<file path="src/rtl/spi_proto_pkg.sv">
// spi frame protocol definitions
// byte type, frame position and command byte layout
package spi_proto_pkg;

	// bits per spi byte, msb first on the wire
	localparam int SPI_BITS = 8;

	typedef logic [SPI_BITS-1:0] spi_byte_t;

	// position within a two byte frame
	typedef enum logic {
		ST_ADDR = 1'b0,
		ST_DATA = 1'b1
	} frame_state_e;

	// register address carried in the low bits of the command byte
	localparam int ADDR_W = 5;

	// set for write, clear for read
	localparam int CMD_WRITE_BIT = 7;

	// shifted out whenever no readback is pending
	localparam spi_byte_t SPI_DUMMY = 8'h5A;

	// command byte decode
	function automatic logic cmd_is_write(input spi_byte_t cmd);
		return cmd[CMD_WRITE_BIT];
	endfunction

endpackage

</file>
<file path="src/rtl/gpio_regmap_pkg.sv">
// gpio register map definitions
// port layout, field encoding, address split and reset values
package gpio_regmap_pkg;

	// address = {slot, field}
	localparam int FIELD_W = 2;
	localparam int SLOT_W = spi_proto_pkg::ADDR_W - FIELD_W;

	typedef logic [spi_proto_pkg::ADDR_W-1:0] reg_addr_t;
	typedef logic [SLOT_W-1:0] port_slot_t;

	// six ports, A B C D E Z
	localparam int NUM_PORTS = 6;
	localparam int PORT_W = 8;

	typedef logic [PORT_W-1:0] gpio_port_t;
	// index 0 is port A, index 5 is port Z
	typedef logic [NUM_PORTS-1:0][PORT_W-1:0] gpio_bank_t;

	// register within a port slot
	typedef enum logic [FIELD_W-1:0] {
		FIELD_OE   = 2'd0,
		FIELD_OUT  = 2'd1,
		FIELD_IN   = 2'd2,
		FIELD_RSVD = 2'd3
	} gpio_field_e;

	// slot of each port, slots 5 and 6 stay unmapped
	localparam port_slot_t PORT_SLOT [NUM_PORTS] = '{
		3'd0, 3'd1, 3'd2, 3'd3, 3'd4, 3'd7
	};

	// everything input, except port Z bit 7 driven high
	localparam gpio_bank_t RST_OE  = {8'h80, 8'h00, 8'h00, 8'h00, 8'h00, 8'h00};
	localparam gpio_bank_t RST_OUT = {8'h80, 8'h00, 8'h00, 8'h00, 8'h00, 8'h00};

	// upper address bits select the port
	function automatic port_slot_t addr_slot(input reg_addr_t addr);
		return addr[spi_proto_pkg::ADDR_W-1:FIELD_W];
	endfunction

	// lower address bits select the register
	function automatic gpio_field_e addr_field(input reg_addr_t addr);
		return gpio_field_e'(addr[FIELD_W-1:0]);
	endfunction

	// a port reads back through this type
	function automatic gpio_port_t port_of(input gpio_bank_t bank, input int idx);
		return bank[idx];
	endfunction

endpackage

</file>
<file path="src/rtl/gpio_regs.sv">
// gpio register file
// oe and out registers per port, readback mux into the spi transmit byte
`timescale 1ns/1ps

module gpio_regs import spi_proto_pkg::*, gpio_regmap_pkg::*; (
	input  logic       clk,
	input  logic       rst_n,
	input  logic       i_rd_strobe,
	input  logic       i_wr_strobe,
	input  logic       i_data_done,
	input  reg_addr_t  i_rd_addr,
	input  reg_addr_t  i_wr_addr,
	input  spi_byte_t  i_wr_data,
	input  gpio_bank_t i_gpio_in,
	output gpio_bank_t o_gpio_oe,
	output gpio_bank_t o_gpio_out,
	output spi_byte_t  o_tx_byte
);

	gpio_bank_t  oe_q;
	gpio_bank_t  out_q;
	spi_byte_t   tx_q;

	// address split for both paths
	port_slot_t  wr_slot;
	gpio_field_e wr_field;
	port_slot_t  rd_slot;
	gpio_field_e rd_field;
	spi_byte_t   rd_val;

	assign wr_slot  = addr_slot(i_wr_addr);
	assign wr_field = addr_field(i_wr_addr);
	assign rd_slot  = addr_slot(i_rd_addr);
	assign rd_field = addr_field(i_rd_addr);

	// write decode
	always_ff @(posedge clk or negedge rst_n) begin
		if (!rst_n) begin
			oe_q  <= RST_OE;
			out_q <= RST_OUT;
		end else if (i_wr_strobe) begin
			for (int p = 0; p < NUM_PORTS; p++) begin
				if (wr_slot == PORT_SLOT[p]) begin
					case (wr_field)
						FIELD_OE:  oe_q[p]  <= i_wr_data;
						FIELD_OUT: out_q[p] <= i_wr_data;
						// input and reserved fields are read only
						default: ;
					endcase
				end
			end
		end
	end

	// readback mux
	// unmapped slots fall through as zero
	always_comb begin
		rd_val = '0;
		for (int p = 0; p < NUM_PORTS; p++) begin
			if (rd_slot == PORT_SLOT[p]) begin
				case (rd_field)
					FIELD_OE:  rd_val = port_of(oe_q, p);
					FIELD_OUT: rd_val = port_of(out_q, p);
					FIELD_IN:  rd_val = port_of(i_gpio_in, p);
					default:   rd_val = '0;
				endcase
			end
		end
	end

	// transmit byte
	// holds readback for one data byte, dummy otherwise
	always_ff @(posedge clk or negedge rst_n) begin
		if (!rst_n)
			tx_q <= SPI_DUMMY;
		else if (i_rd_strobe)
			tx_q <= rd_val;
		else if (i_data_done)
			tx_q <= SPI_DUMMY;
	end

	assign o_gpio_oe  = oe_q;
	assign o_gpio_out = out_q;
	assign o_tx_byte  = tx_q;

	// readback never leaks into the next frame
	a_tx_dummy: assert property (
		@(posedge clk) disable iff (!rst_n)
		i_data_done && !i_rd_strobe |=> o_tx_byte == SPI_DUMMY
	);

endmodule

</file>
<file path="src/rtl/spi2gpio_bridge.sv">
// spi to gpio bridge top level
// spi slave path feeding a bank of six 8-bit gpio ports
`timescale 1ns/1ps

module spi2gpio_bridge import spi_proto_pkg::*, gpio_regmap_pkg::*; (
	input  logic       clk,
	input  logic       rst_n,
	input  logic       i_spi_clk,
	input  logic       i_spi_cs_n,
	input  logic       i_spi_mosi,
	input  gpio_bank_t i_gpio_in,
	output logic       o_spi_miso,
	output logic       o_spi_miso_oe,
	output gpio_bank_t o_gpio_oe,
	output gpio_bank_t o_gpio_out
);

	// synchronized pin events
	logic      sclk_rise;
	logic      cs_fall;
	logic      cs_rise;
	logic      mosi;

	// byte level
	spi_byte_t rx_byte;
	spi_byte_t tx_byte;
	logic      byte_done;

	// register access
	logic      rd_strobe;
	logic      wr_strobe;
	logic      data_done;
	reg_addr_t rd_addr;
	reg_addr_t wr_addr;
	spi_byte_t wr_data;

	// miso pad enabled while selected
	spi_sync u_sync (
		.clk         (clk),
		.rst_n       (rst_n),
		.i_spi_clk   (i_spi_clk),
		.i_spi_cs_n  (i_spi_cs_n),
		.i_spi_mosi  (i_spi_mosi),
		.o_sclk_rise (sclk_rise),
		.o_cs_fall   (cs_fall),
		.o_cs_rise   (cs_rise),
		.o_sel       (o_spi_miso_oe),
		.o_mosi      (mosi)
	);

	spi_shifter u_shifter (
		.clk         (clk),
		.rst_n       (rst_n),
		.i_sclk_rise (sclk_rise),
		.i_cs_fall   (cs_fall),
		.i_mosi      (mosi),
		.i_tx_byte   (tx_byte),
		.o_rx_byte   (rx_byte),
		.o_byte_done (byte_done),
		.o_miso      (o_spi_miso)
	);

	spi_frame_ctrl u_frame (
		.clk         (clk),
		.rst_n       (rst_n),
		.i_byte_done (byte_done),
		.i_cs_rise   (cs_rise),
		.i_rx_byte   (rx_byte),
		.o_rd_strobe (rd_strobe),
		.o_wr_strobe (wr_strobe),
		.o_data_done (data_done),
		.o_rd_addr   (rd_addr),
		.o_wr_addr   (wr_addr),
		.o_wr_data   (wr_data)
	);

	gpio_regs u_regs (
		.clk         (clk),
		.rst_n       (rst_n),
		.i_rd_strobe (rd_strobe),
		.i_wr_strobe (wr_strobe),
		.i_data_done (data_done),
		.i_rd_addr   (rd_addr),
		.i_wr_addr   (wr_addr),
		.i_wr_data   (wr_data),
		.i_gpio_in   (i_gpio_in),
		.o_gpio_oe   (o_gpio_oe),
		.o_gpio_out  (o_gpio_out),
		.o_tx_byte   (tx_byte)
	);

endmodule

</file>
<file path="src/rtl/spi_frame_ctrl.sv">
// spi frame control
// tracks command/data position, latches the write target, issues strobes
`timescale 1ns/1ps

module spi_frame_ctrl import spi_proto_pkg::*, gpio_regmap_pkg::*; (
	input  logic      clk,
	input  logic      rst_n,
	input  logic      i_byte_done,
	input  logic      i_cs_rise,
	input  spi_byte_t i_rx_byte,
	output logic      o_rd_strobe,
	output logic      o_wr_strobe,
	output logic      o_data_done,
	output reg_addr_t o_rd_addr,
	output reg_addr_t o_wr_addr,
	output spi_byte_t o_wr_data
);

	frame_state_e state;
	// write flag of the current command
	logic         wr_cmd_q;
	reg_addr_t    wr_addr_q;

	always_ff @(posedge clk or negedge rst_n) begin
		if (!rst_n) begin
			state    <= ST_ADDR;
			wr_cmd_q <= 1'b0;
		end else if (i_cs_rise) begin
			// deselect abandons any half frame
			state <= ST_ADDR;
		end else if (i_byte_done) begin
			case (state)
				ST_ADDR: begin
					state    <= ST_DATA;
					wr_cmd_q <= cmd_is_write(i_rx_byte);
				end
				default: state <= ST_ADDR;
			endcase
		end
	end

	// write address held across the data byte
	always_ff @(posedge clk) begin
		if (i_byte_done && state == ST_ADDR)
			wr_addr_q <= i_rx_byte[ADDR_W-1:0];
	end

	// read fires on the command byte itself
	assign o_rd_strobe = i_byte_done && state == ST_ADDR && !cmd_is_write(i_rx_byte);
	assign o_wr_strobe = i_byte_done && state == ST_DATA && wr_cmd_q;
	// read data byte finished, or frame dropped after its command
	assign o_data_done = (i_byte_done && state == ST_DATA && !wr_cmd_q)
		|| (i_cs_rise && state == ST_DATA);

	assign o_rd_addr = i_rx_byte[ADDR_W-1:0];
	assign o_wr_addr = wr_addr_q;
	assign o_wr_data = i_rx_byte;

	// a byte is either a read command or write data, never both
	a_strobe_excl: assert property (
		@(posedge clk) disable iff (!rst_n) !(o_rd_strobe && o_wr_strobe)
	);

endmodule

</file>
<file path="src/rtl/spi_shifter.sv">
// spi byte shifter
// one shift register receives at the lsb while the msb goes out on miso
`timescale 1ns/1ps

module spi_shifter import spi_proto_pkg::*; (
	input  logic      clk,
	input  logic      rst_n,
	input  logic      i_sclk_rise,
	input  logic      i_cs_fall,
	input  logic      i_mosi,
	input  spi_byte_t i_tx_byte,
	output spi_byte_t o_rx_byte,
	output logic      o_byte_done,
	output logic      o_miso
);

	// one-hot bit position, bit 0 before the first edge
	logic [SPI_BITS:0] bit_cnt;
	spi_byte_t         shift_r;
	logic              done_q;
	// transmit load one cycle after the byte completes
	logic              load_q;

	always_ff @(posedge clk or negedge rst_n) begin
		if (!rst_n) begin
			bit_cnt <= (SPI_BITS+1)'(1);
			done_q  <= 1'b0;
			load_q  <= 1'b0;
		end else begin
			// 8th edge arrives while the top data bit is set
			done_q <= i_sclk_rise & bit_cnt[SPI_BITS-1];
			load_q <= done_q;
			if (i_cs_fall || load_q)
				bit_cnt <= (SPI_BITS+1)'(1);
			else if (i_sclk_rise)
				bit_cnt <= {bit_cnt[SPI_BITS-1:0], bit_cnt[SPI_BITS]};
		end
	end

	// payload, loaded at select and after every byte
	always_ff @(posedge clk) begin
		if (i_cs_fall || load_q)
			shift_r <= i_tx_byte;
		else if (i_sclk_rise)
			shift_r <= {shift_r[SPI_BITS-2:0], i_mosi};
	end

	// full byte sits in shift_r during the done pulse
	assign o_rx_byte   = shift_r;
	assign o_byte_done = done_q;
	assign o_miso      = shift_r[SPI_BITS-1];

	// counter never loses or duplicates its position bit
	a_cnt_onehot: assert property (
		@(posedge clk) disable iff (!rst_n) $onehot(bit_cnt)
	);

endmodule

</file>
<file path="src/rtl/spi_sync.sv">
// spi pin synchronizer
// brings sclk, cs_n and mosi into clk, makes edge pulses and select level
`timescale 1ns/1ps

module spi_sync (
	input  logic clk,
	input  logic rst_n,
	input  logic i_spi_clk,
	input  logic i_spi_cs_n,
	input  logic i_spi_mosi,
	output logic o_sclk_rise,
	output logic o_cs_fall,
	output logic o_cs_rise,
	output logic o_sel,
	output logic o_mosi
);

	// first stage on every pin
	logic sclk_s;
	logic cs_n_s;
	logic mosi_s;
	// previous sample for edge detect
	logic sclk_d;
	logic cs_n_d;

	always_ff @(posedge clk or negedge rst_n) begin
		if (!rst_n) begin
			// idle bus, deselected with clock low
			sclk_s <= 1'b0;
			cs_n_s <= 1'b1;
			mosi_s <= 1'b0;
			sclk_d <= 1'b0;
			cs_n_d <= 1'b1;
		end else begin
			sclk_s <= i_spi_clk;
			cs_n_s <= i_spi_cs_n;
			mosi_s <= i_spi_mosi;
			sclk_d <= sclk_s;
			cs_n_d <= cs_n_s;
		end
	end

	// rising sclk only counts while selected
	assign o_sclk_rise = sclk_s & ~sclk_d & ~cs_n_s;
	assign o_cs_fall   = ~cs_n_s & cs_n_d;
	assign o_cs_rise   = cs_n_s & ~cs_n_d;
	assign o_sel       = ~cs_n_s;
	assign o_mosi      = mosi_s;

endmodule

</file>
<file path="config.mk">
export PLATFORM = sky130hd
export DESIGN_NAME = spi2gpio_bridge
export DESIGN_NICKNAME = d
export VERILOG_FILES = /design/src/rtl/spi_proto_pkg.sv /design/src/rtl/gpio_regmap_pkg.sv /design/src/rtl/gpio_regs.sv /design/src/rtl/spi2gpio_bridge.sv /design/src/rtl/spi_frame_ctrl.sv /design/src/rtl/spi_shifter.sv /design/src/rtl/spi_sync.sv
export SDC_FILE = /design/constraint.sdc
export NUM_CORES = 1
export LEC_CHECK = 0
export BUFFER_PORTS_ARGS = -buffer_cell sky130_fd_sc_hd__buf_4
export CORE_MARGIN = 2
export CORE_UTILIZATION = 45
export DETAILED_ROUTE_END_ITERATION = 16
export PLACE_DENSITY = 0.73
export SYNTH_ARGS = -nofsm -noshare
export SYNTH_HDL_FRONTEND = slang
export SYNTH_SLANG_ARGS = --single-unit
</file>
<file path="constraint.sdc">
create_clock -name clk -period 1.85 [get_ports clk]
set_input_delay 0.0925 -clock clk [delete_from_list [all_inputs] [get_ports clk]]
set_output_delay 0.0925 -clock clk [all_outputs]
set_load 0.02 [all_outputs]
</file>
== Yosys cells after proc, flatten, opt, wreduce, memory -nomap -nowiden ==
Cells that the tools add are included.

* Register bits: 135
* Bits of input ports: 53
* Output and inout bits: 98
* Logic and storage cells: 99

* Equality and inequality tests: 13
* Multiplexer cells: 21
* Bitwise gates (word level): 10
* Reduce and logical (&&, ||, !) cells: 30

{| class="wikitable"
|+ Operators with widths
! cell !! count
|-
| $pmux 8 s3 || 6
|-
| $mux 8 || 10
|-
| $reduce_and 3->1 || 13
|-
| $mux 9 || 2
|-
| $eq 3x2->1 const B || 4
|-
| $eq 3x3->1 const B || 4
|-
| $eq 3x1->1 const B || 2
|-
| $logic_and 1x1->1 || 6
|-
| $logic_not 3->1 || 2
|-
| $reduce_bool 2->1 || 3
|-
| $and 1x1->1 || 5
|-
| $not 1->1 || 5
|-
| $eq 2x1->1 const B || 2
|-
| $logic_not 2->1 || 2
|-
| $mux 1 || 3
|-
| $eq 2x2->1 const B || 1
|-
| $logic_not 1->1 || 2
|-
| $logic_or 1x1->1 || 2
|}

== Longest topological paths before layout ==
* Depth after elaboration: 9
* Depth in mapped cells: 8
* Mapped depth without buffers: 5

== Hierarchy ==
From an unflattened synthesis, not the netlist that was laid out.

* Cells, all modules: 568
* Area, all modules: 6855.3 µm²

{| class="wikitable"
|+ By module, submodules not included
! module !! instances !! cells each !! area each (µm²) !! sequential area each (µm²)
|-
| gpio_regs || 1 || 478 || 5534.1 || 2610.0
|-
| spi_shifter || 1 || 52 || 788.3 || 516.7
|-
| spi_frame_ctrl || 1 || 29 || 374.1 || 200.2
|-
| spi_sync || 1 || 9 || 158.9 || 127.6
|}

== Worst setup path after synthesis ==
Ideal clock, no wire load.

* Path kind: register to register
* Start point: reg u_frame.wr_addr_q[1], in the netlist u_frame.o_wr_addr[1]
* End point: reg u_regs.oe_q, in the netlist u_regs.o_gpio_oe[19]
* Setup time: 0.125 ns
* Arrival: 1.631 ns
* Required time: 1.725 ns
* Setup slack: 0.094 ns
* Stages on the path, launching flop included: 7
* Path buffers: 2
* Clock period less this slack: 1.756 ns
* Cells stage by stage: edfxtp_1 > and4b_1 > nand2b_1 > buf_6 > or4_4 > buf_6 > mux2_4

* Word-level cells in the longest chain between the ends: 2

{| class="wikitable"
|+ RTL lines
! what !! line !! text
|-
| start: declaration || spi_frame_ctrl.sv:22 || <nowiki>reg_addr_t wr_addr_q;</nowiki>
|-
| start signal: assignment || spi_frame_ctrl.sv:45 || <nowiki>wr_addr_q <= i_rx_byte[ADDR_W-1:0];</nowiki>
|-
| $logic_not 2->1 || gpio_regs.sv:44 || <nowiki>case (wr_field)</nowiki>
|-
| $reduce_and 3->1 (no line) || n/a ||
|-
| end signal: indexed assignment || gpio_regs.sv:45 || <nowiki>FIELD_OE: oe_q[p] <= i_wr_data;</nowiki>
|-
| end: declaration || gpio_regs.sv:20 || <nowiki>gpio_bank_t oe_q;</nowiki>
|}

Every way passes these cells.
A chain may end at the register's enable or synchronous reset.

== Final worst setup path ==
* Start point: reg u_shifter.shift_r[1], in the netlist u_shifter.o_rx_byte[1]
* End point: reg u_regs.tx_q[7], in the netlist u_regs.o_tx_byte[7]

* Word-level cells in the longest chain between the ends: 9
* Elaborated cells on any way between the ends: 16
* Classes of those cells: eq/ne (2); mux (13); reduce/logical (1)

{| class="wikitable"
|+ RTL lines
! what !! line !! text
|-
| start: declaration || spi_shifter.sv:19 || <nowiki>spi_byte_t shift_r;</nowiki>
|-
| start signal: assignment || spi_shifter.sv:43 || <nowiki>shift_r <= i_tx_byte;</nowiki>
|-
| start signal: assignment || spi_shifter.sv:45 || <nowiki>shift_r <= {shift_r[SPI_BITS-2:0], i_mosi};</nowiki>
|-
| $eq 2x2->1 (tied with other cells) || gpio_regs.sv:61 || <nowiki>case (rd_field)</nowiki>
|-
| $pmux 8 s3 || gpio_regs.sv:61 ||
|-
| $mux 8 (5 in series) || gpio_regs.sv:60 || <nowiki>if (rd_slot == PORT_SLOT[p]) begin</nowiki>
|-
| $mux 8 (*) || gpio_regs.sv:60 ||
|-
| $mux 8 (*) || gpio_regs.sv:76 || <nowiki>else if (i_rd_strobe)</nowiki>
|-
| end signal: assignment || gpio_regs.sv:77 || <nowiki>tx_q <= rd_val;</nowiki>
|-
| end: declaration || gpio_regs.sv:22 || <nowiki>spi_byte_t tx_q;</nowiki>
|}

Every way passes the cells marked *; elsewhere a longest branch is shown, timed or not.

==> impl_metrics.py <==
metrics = {
    "placement": {
        "routabilityCongestion": 0.870,
        "place_area_um2": 8190,
        "placedCellCount": 919,
        "hpwlAfterDp_mm": 14.6,
        "io_buffers": 150,
    },
    "global_routing": {
        "grt-busiest-layer": "met2",
        "gr-total-overflow": 0,
        "grt_pass1_wl_mm": 30.8,
        "use_met3_pct": 5.91,
        "grt_usage_pct": 25.5,
        "use_met2_pct": 41.0,
        "antenna_found_initial": 0,
        "grt_pass1_vias": 5552,
        "grt_max_degree": 48,
        "grtUsageMet1_pct": 34.2,
    },
    "yosys": {
        "syn_area_per_cell_um2": 11.4,
        "synth_cells": 577,
        "ys.flop_type": "dfrtp_1",
        "synthesis.nets": 630,
        "synth-warning-count": 0,
        "ys_seq_elements": 135,
        "yosysSeqAreaShare_pct": 52.4,
        "synth-edff-count": 13,
        "synthesis.area_um2": 6590,
        "async_flop_share_pct": 90.4,
        "synth_cell_type_count": 56,
    },
    "outcome": {
        "violations": "setup timing",
        "status": "finished with violations",
    },
    "routing": {
        "dr.pass1.iters": 5,
        "first_iter_violations": 475,
        "viasPerCell": 5.75,
        "ant_nets": 0,
        "drt_wl_total_mm": 20.2,
        "routedWlPerCell_um": 20.8,
        "via_count": 5563,
        "drcViolationCount": 0,
    },
    "sta": {
        "clock-skew-final_ps": 10.7,
        "worst_pin_slew_ps": 626,
        "hold_viol": 0,
        "report.final.setup_viol": 1,
        "period_minus_slack_ps": 1860,
        "tns_ps": -5.52,
        "maxSlewViolCount": 0,
        "fin_crit_sh_pct": 100,
        "fmax_mhz": 539,
        "slew_headroom_pct": 58.3,
        "rsz0062_at_grt": "yes",
        "postLayoutSetupSlackWorst_ps": -5.52,
    },
    "floorplan": {
        "pin_count": 151,
        "core.rowCount": 44,
        "coreArea_um2": 14400,
        "die_h_um": 125,
        "die_area_um2": 15600,
        "start_util_pct": 45.7,
        "die_w_um": 125,
    },
    "clocking": {
        "cts_root_buf": "clkbuf_16",
        "clk_latency_ps": 430,
        "path_clk_slew_ps": 60,
        "cts_buffer_depth": 2,
        "cts_buffers": 17,
        "cts_tree": "built",
        "clock_sinks": 135,
        "htree_levels": 4,
    },
    "critical_path": {
        "critPathMaxFanout": 28,
        "crit_arrival_ps": 2160,
        "path_class": "register to register",
        "critPathLaunchType": "register",
        "slowest_stage": "edfxtp_1",
        "cpPeakStageDelay_ps": 500,
        "path_cells": "buf_4 -> mux2i_1 -> a31oi_1 -> o21ai_0 -> a2bb2oi_1 -> o21ai_1",
        "crit_required_ps": 2150,
        "crit_path_end_kind": "register",
        "r2r_slack_ps": -6,
    },
    "finish": {
        "design_area_um2": 9070,
        "area_delta_synth_final_pct": 37.6,
        "drive_above_1_share_pct": 48.4,
        "n_antenna_cell": 0,
        "layout.cells.most_common_list": "buf_4 (203), dfrtp_1 (113), mux2_2 (93)",
        "final_cells": 967,
        "register_area_um2": 3450,
        "multiInputGateArea_um2": 2980,
        "mostFrequentLayoutCell": "buf_4",
        "fillers": 1164,
        "num-nets-final": 823,
    },
    "power": {
        "ir_worst_vdd_mv": 0.611,
        "power.leakage_nw": 4.47,
        "power.density_nw_per_um2": 800,
    },
    "hold_path": {
        "hp-class": "primary input to register",
    },
    "job": {
        "drv_cap": 0,
    },
}
## registers in the layout, summed over array words and instances (netlist names)
name,flops
u_regs.o_gpio_oe,48
u_sync.sclk_d,1
u_frame.state,1
u_shifter.o_byte_done,1
u_regs.o_tx_byte,8
u_sync.o_mosi,1
u_shifter.o_rx_byte,8
u_shifter.bit_cnt,9
u_frame.o_wr_addr,5
u_frame.wr_cmd_q,1
u_sync.cs_n_d,1
u_sync.sclk_s,1
u_shifter.load_q,1
u_sync.cs_n_s,1
u_regs.o_gpio_out,48
## logic make-up (layout without fill, tap and decap cells)
kind of cell | Yosys count | in the layout | synth area share [%]
and+or+nand+nor | 139 | 140 | 10.5
muxes | 119 | 119 | 20.1
buffers and inverters | 53 | 258 | 3.93
DFF | 135 | 135 | 52.4
AOI/OAI and AO/OA | 131 | 131 | 13.1
## final timing paths
path | start | endpoint | cells after the start
setup / recovery | u_shifter.o_rx_byte[1] | u_regs.o_tx_byte[7] | 6
min in group asynchronous | rst_n | u_regs.o_gpio_out[36] | 2
hold / removal | i_gpio_in[38] | u_regs.o_tx_byte[6] | 4
hold reg to reg | u_sync.cs_n_s | u_sync.cs_n_d | 0
setup reg to reg | u_shifter.o_rx_byte[1] | u_regs.o_tx_byte[7] | 6
max in group asynchronous | rst_n | u_regs.o_gpio_out[47] | 3
## routing by layer
layer	part of all wire (%)	wire, um	up-vias
met5	0	0	-
met1	42	8500	2781
met2	48	9710	262
li1	-	-	2489
met4	2.2	440	0
met3	7.4	1500	31
## metrics by stage
step / utilization, % / setup WS, ps / total power (W) / hold WS (ps)
floorplan: - / 94.3 / 0.00335 / -203
global placement: 56.7 / -57.2 / 0.00363 / 96.8
detailed placement: 56.7 / -121 / 0.00364 / 105
CTS: 61.6 / 6.08 / 0.00726 / 74.5
global route: 62.9 / -57.7 / 0.00748 / 107
finish: 62.9 / -5.52 / 0.00726 / 87.6
## final cells by class
class	instances	share of cell area [%]
flip-flops and latches	135	38.1
multi-input cells	390	32.8
repair buffers	219	19.4
clock buffers	20	5.03
well taps	184	2.54
clock inverters	12	1.92
inverters	7	0.290
## synthesized netlist by cell type (4+ instances only)
master	number	area [um2]
dfrtp_1	113	2830
mux2_2	93	1050
nand2_1	79	297
o21ai_0	40	200
mux2i_1	22	220
a21oi_1	20	100
clkbuf_1	20	75.1
buf_2	15	75.1
a221oi_1	13	114
edfxtp_1	13	390
nor2_1	11	41.3
o22ai_1	10	62.6
dfstp_2	9	236
o211ai_1	8	60.1
inv_1	7	26.3
nand2b_1	7	43.8
nor2b_1	7	43.8
nand3_1	6	30.0
buf_4	5	37.5
a2111oi_0	4	35.0
a22oi_1	4	30.0
a41oi_1	4	35.0
and2_1	4	25.0
mux2_4	4	60.1
nor3_1	4	20.0
o2bb2ai_1	4	35.0
## report_power, final
part,internal [W],switching (W),total [W]
logic,0.000261,0.000335,0.000596
clock network,0.00232,0.00128,0.00360
registers,0.00303,0.0000374,0.00307
total,0.00561,0.00165,0.00726
## critical path: cells and delay by family, from the launching register on
family / cells / cell delay [ps]
flops: 1 / 500
compound gates: 4 / 560
buf+inv: 1 / 380
mux: 1 / 290
## timing repair
action | CTS | global route
resized for setup | 7 | 23
buffers inserted | 2 | 8
hold buffers | 4 | 0
setup endpoints to repair | 10 | 21
pin swaps | 1 | 3
hold endpoints to repair | 40 | 0
gates cloned | 0 | 2
(Power assumes the default switching activity.)
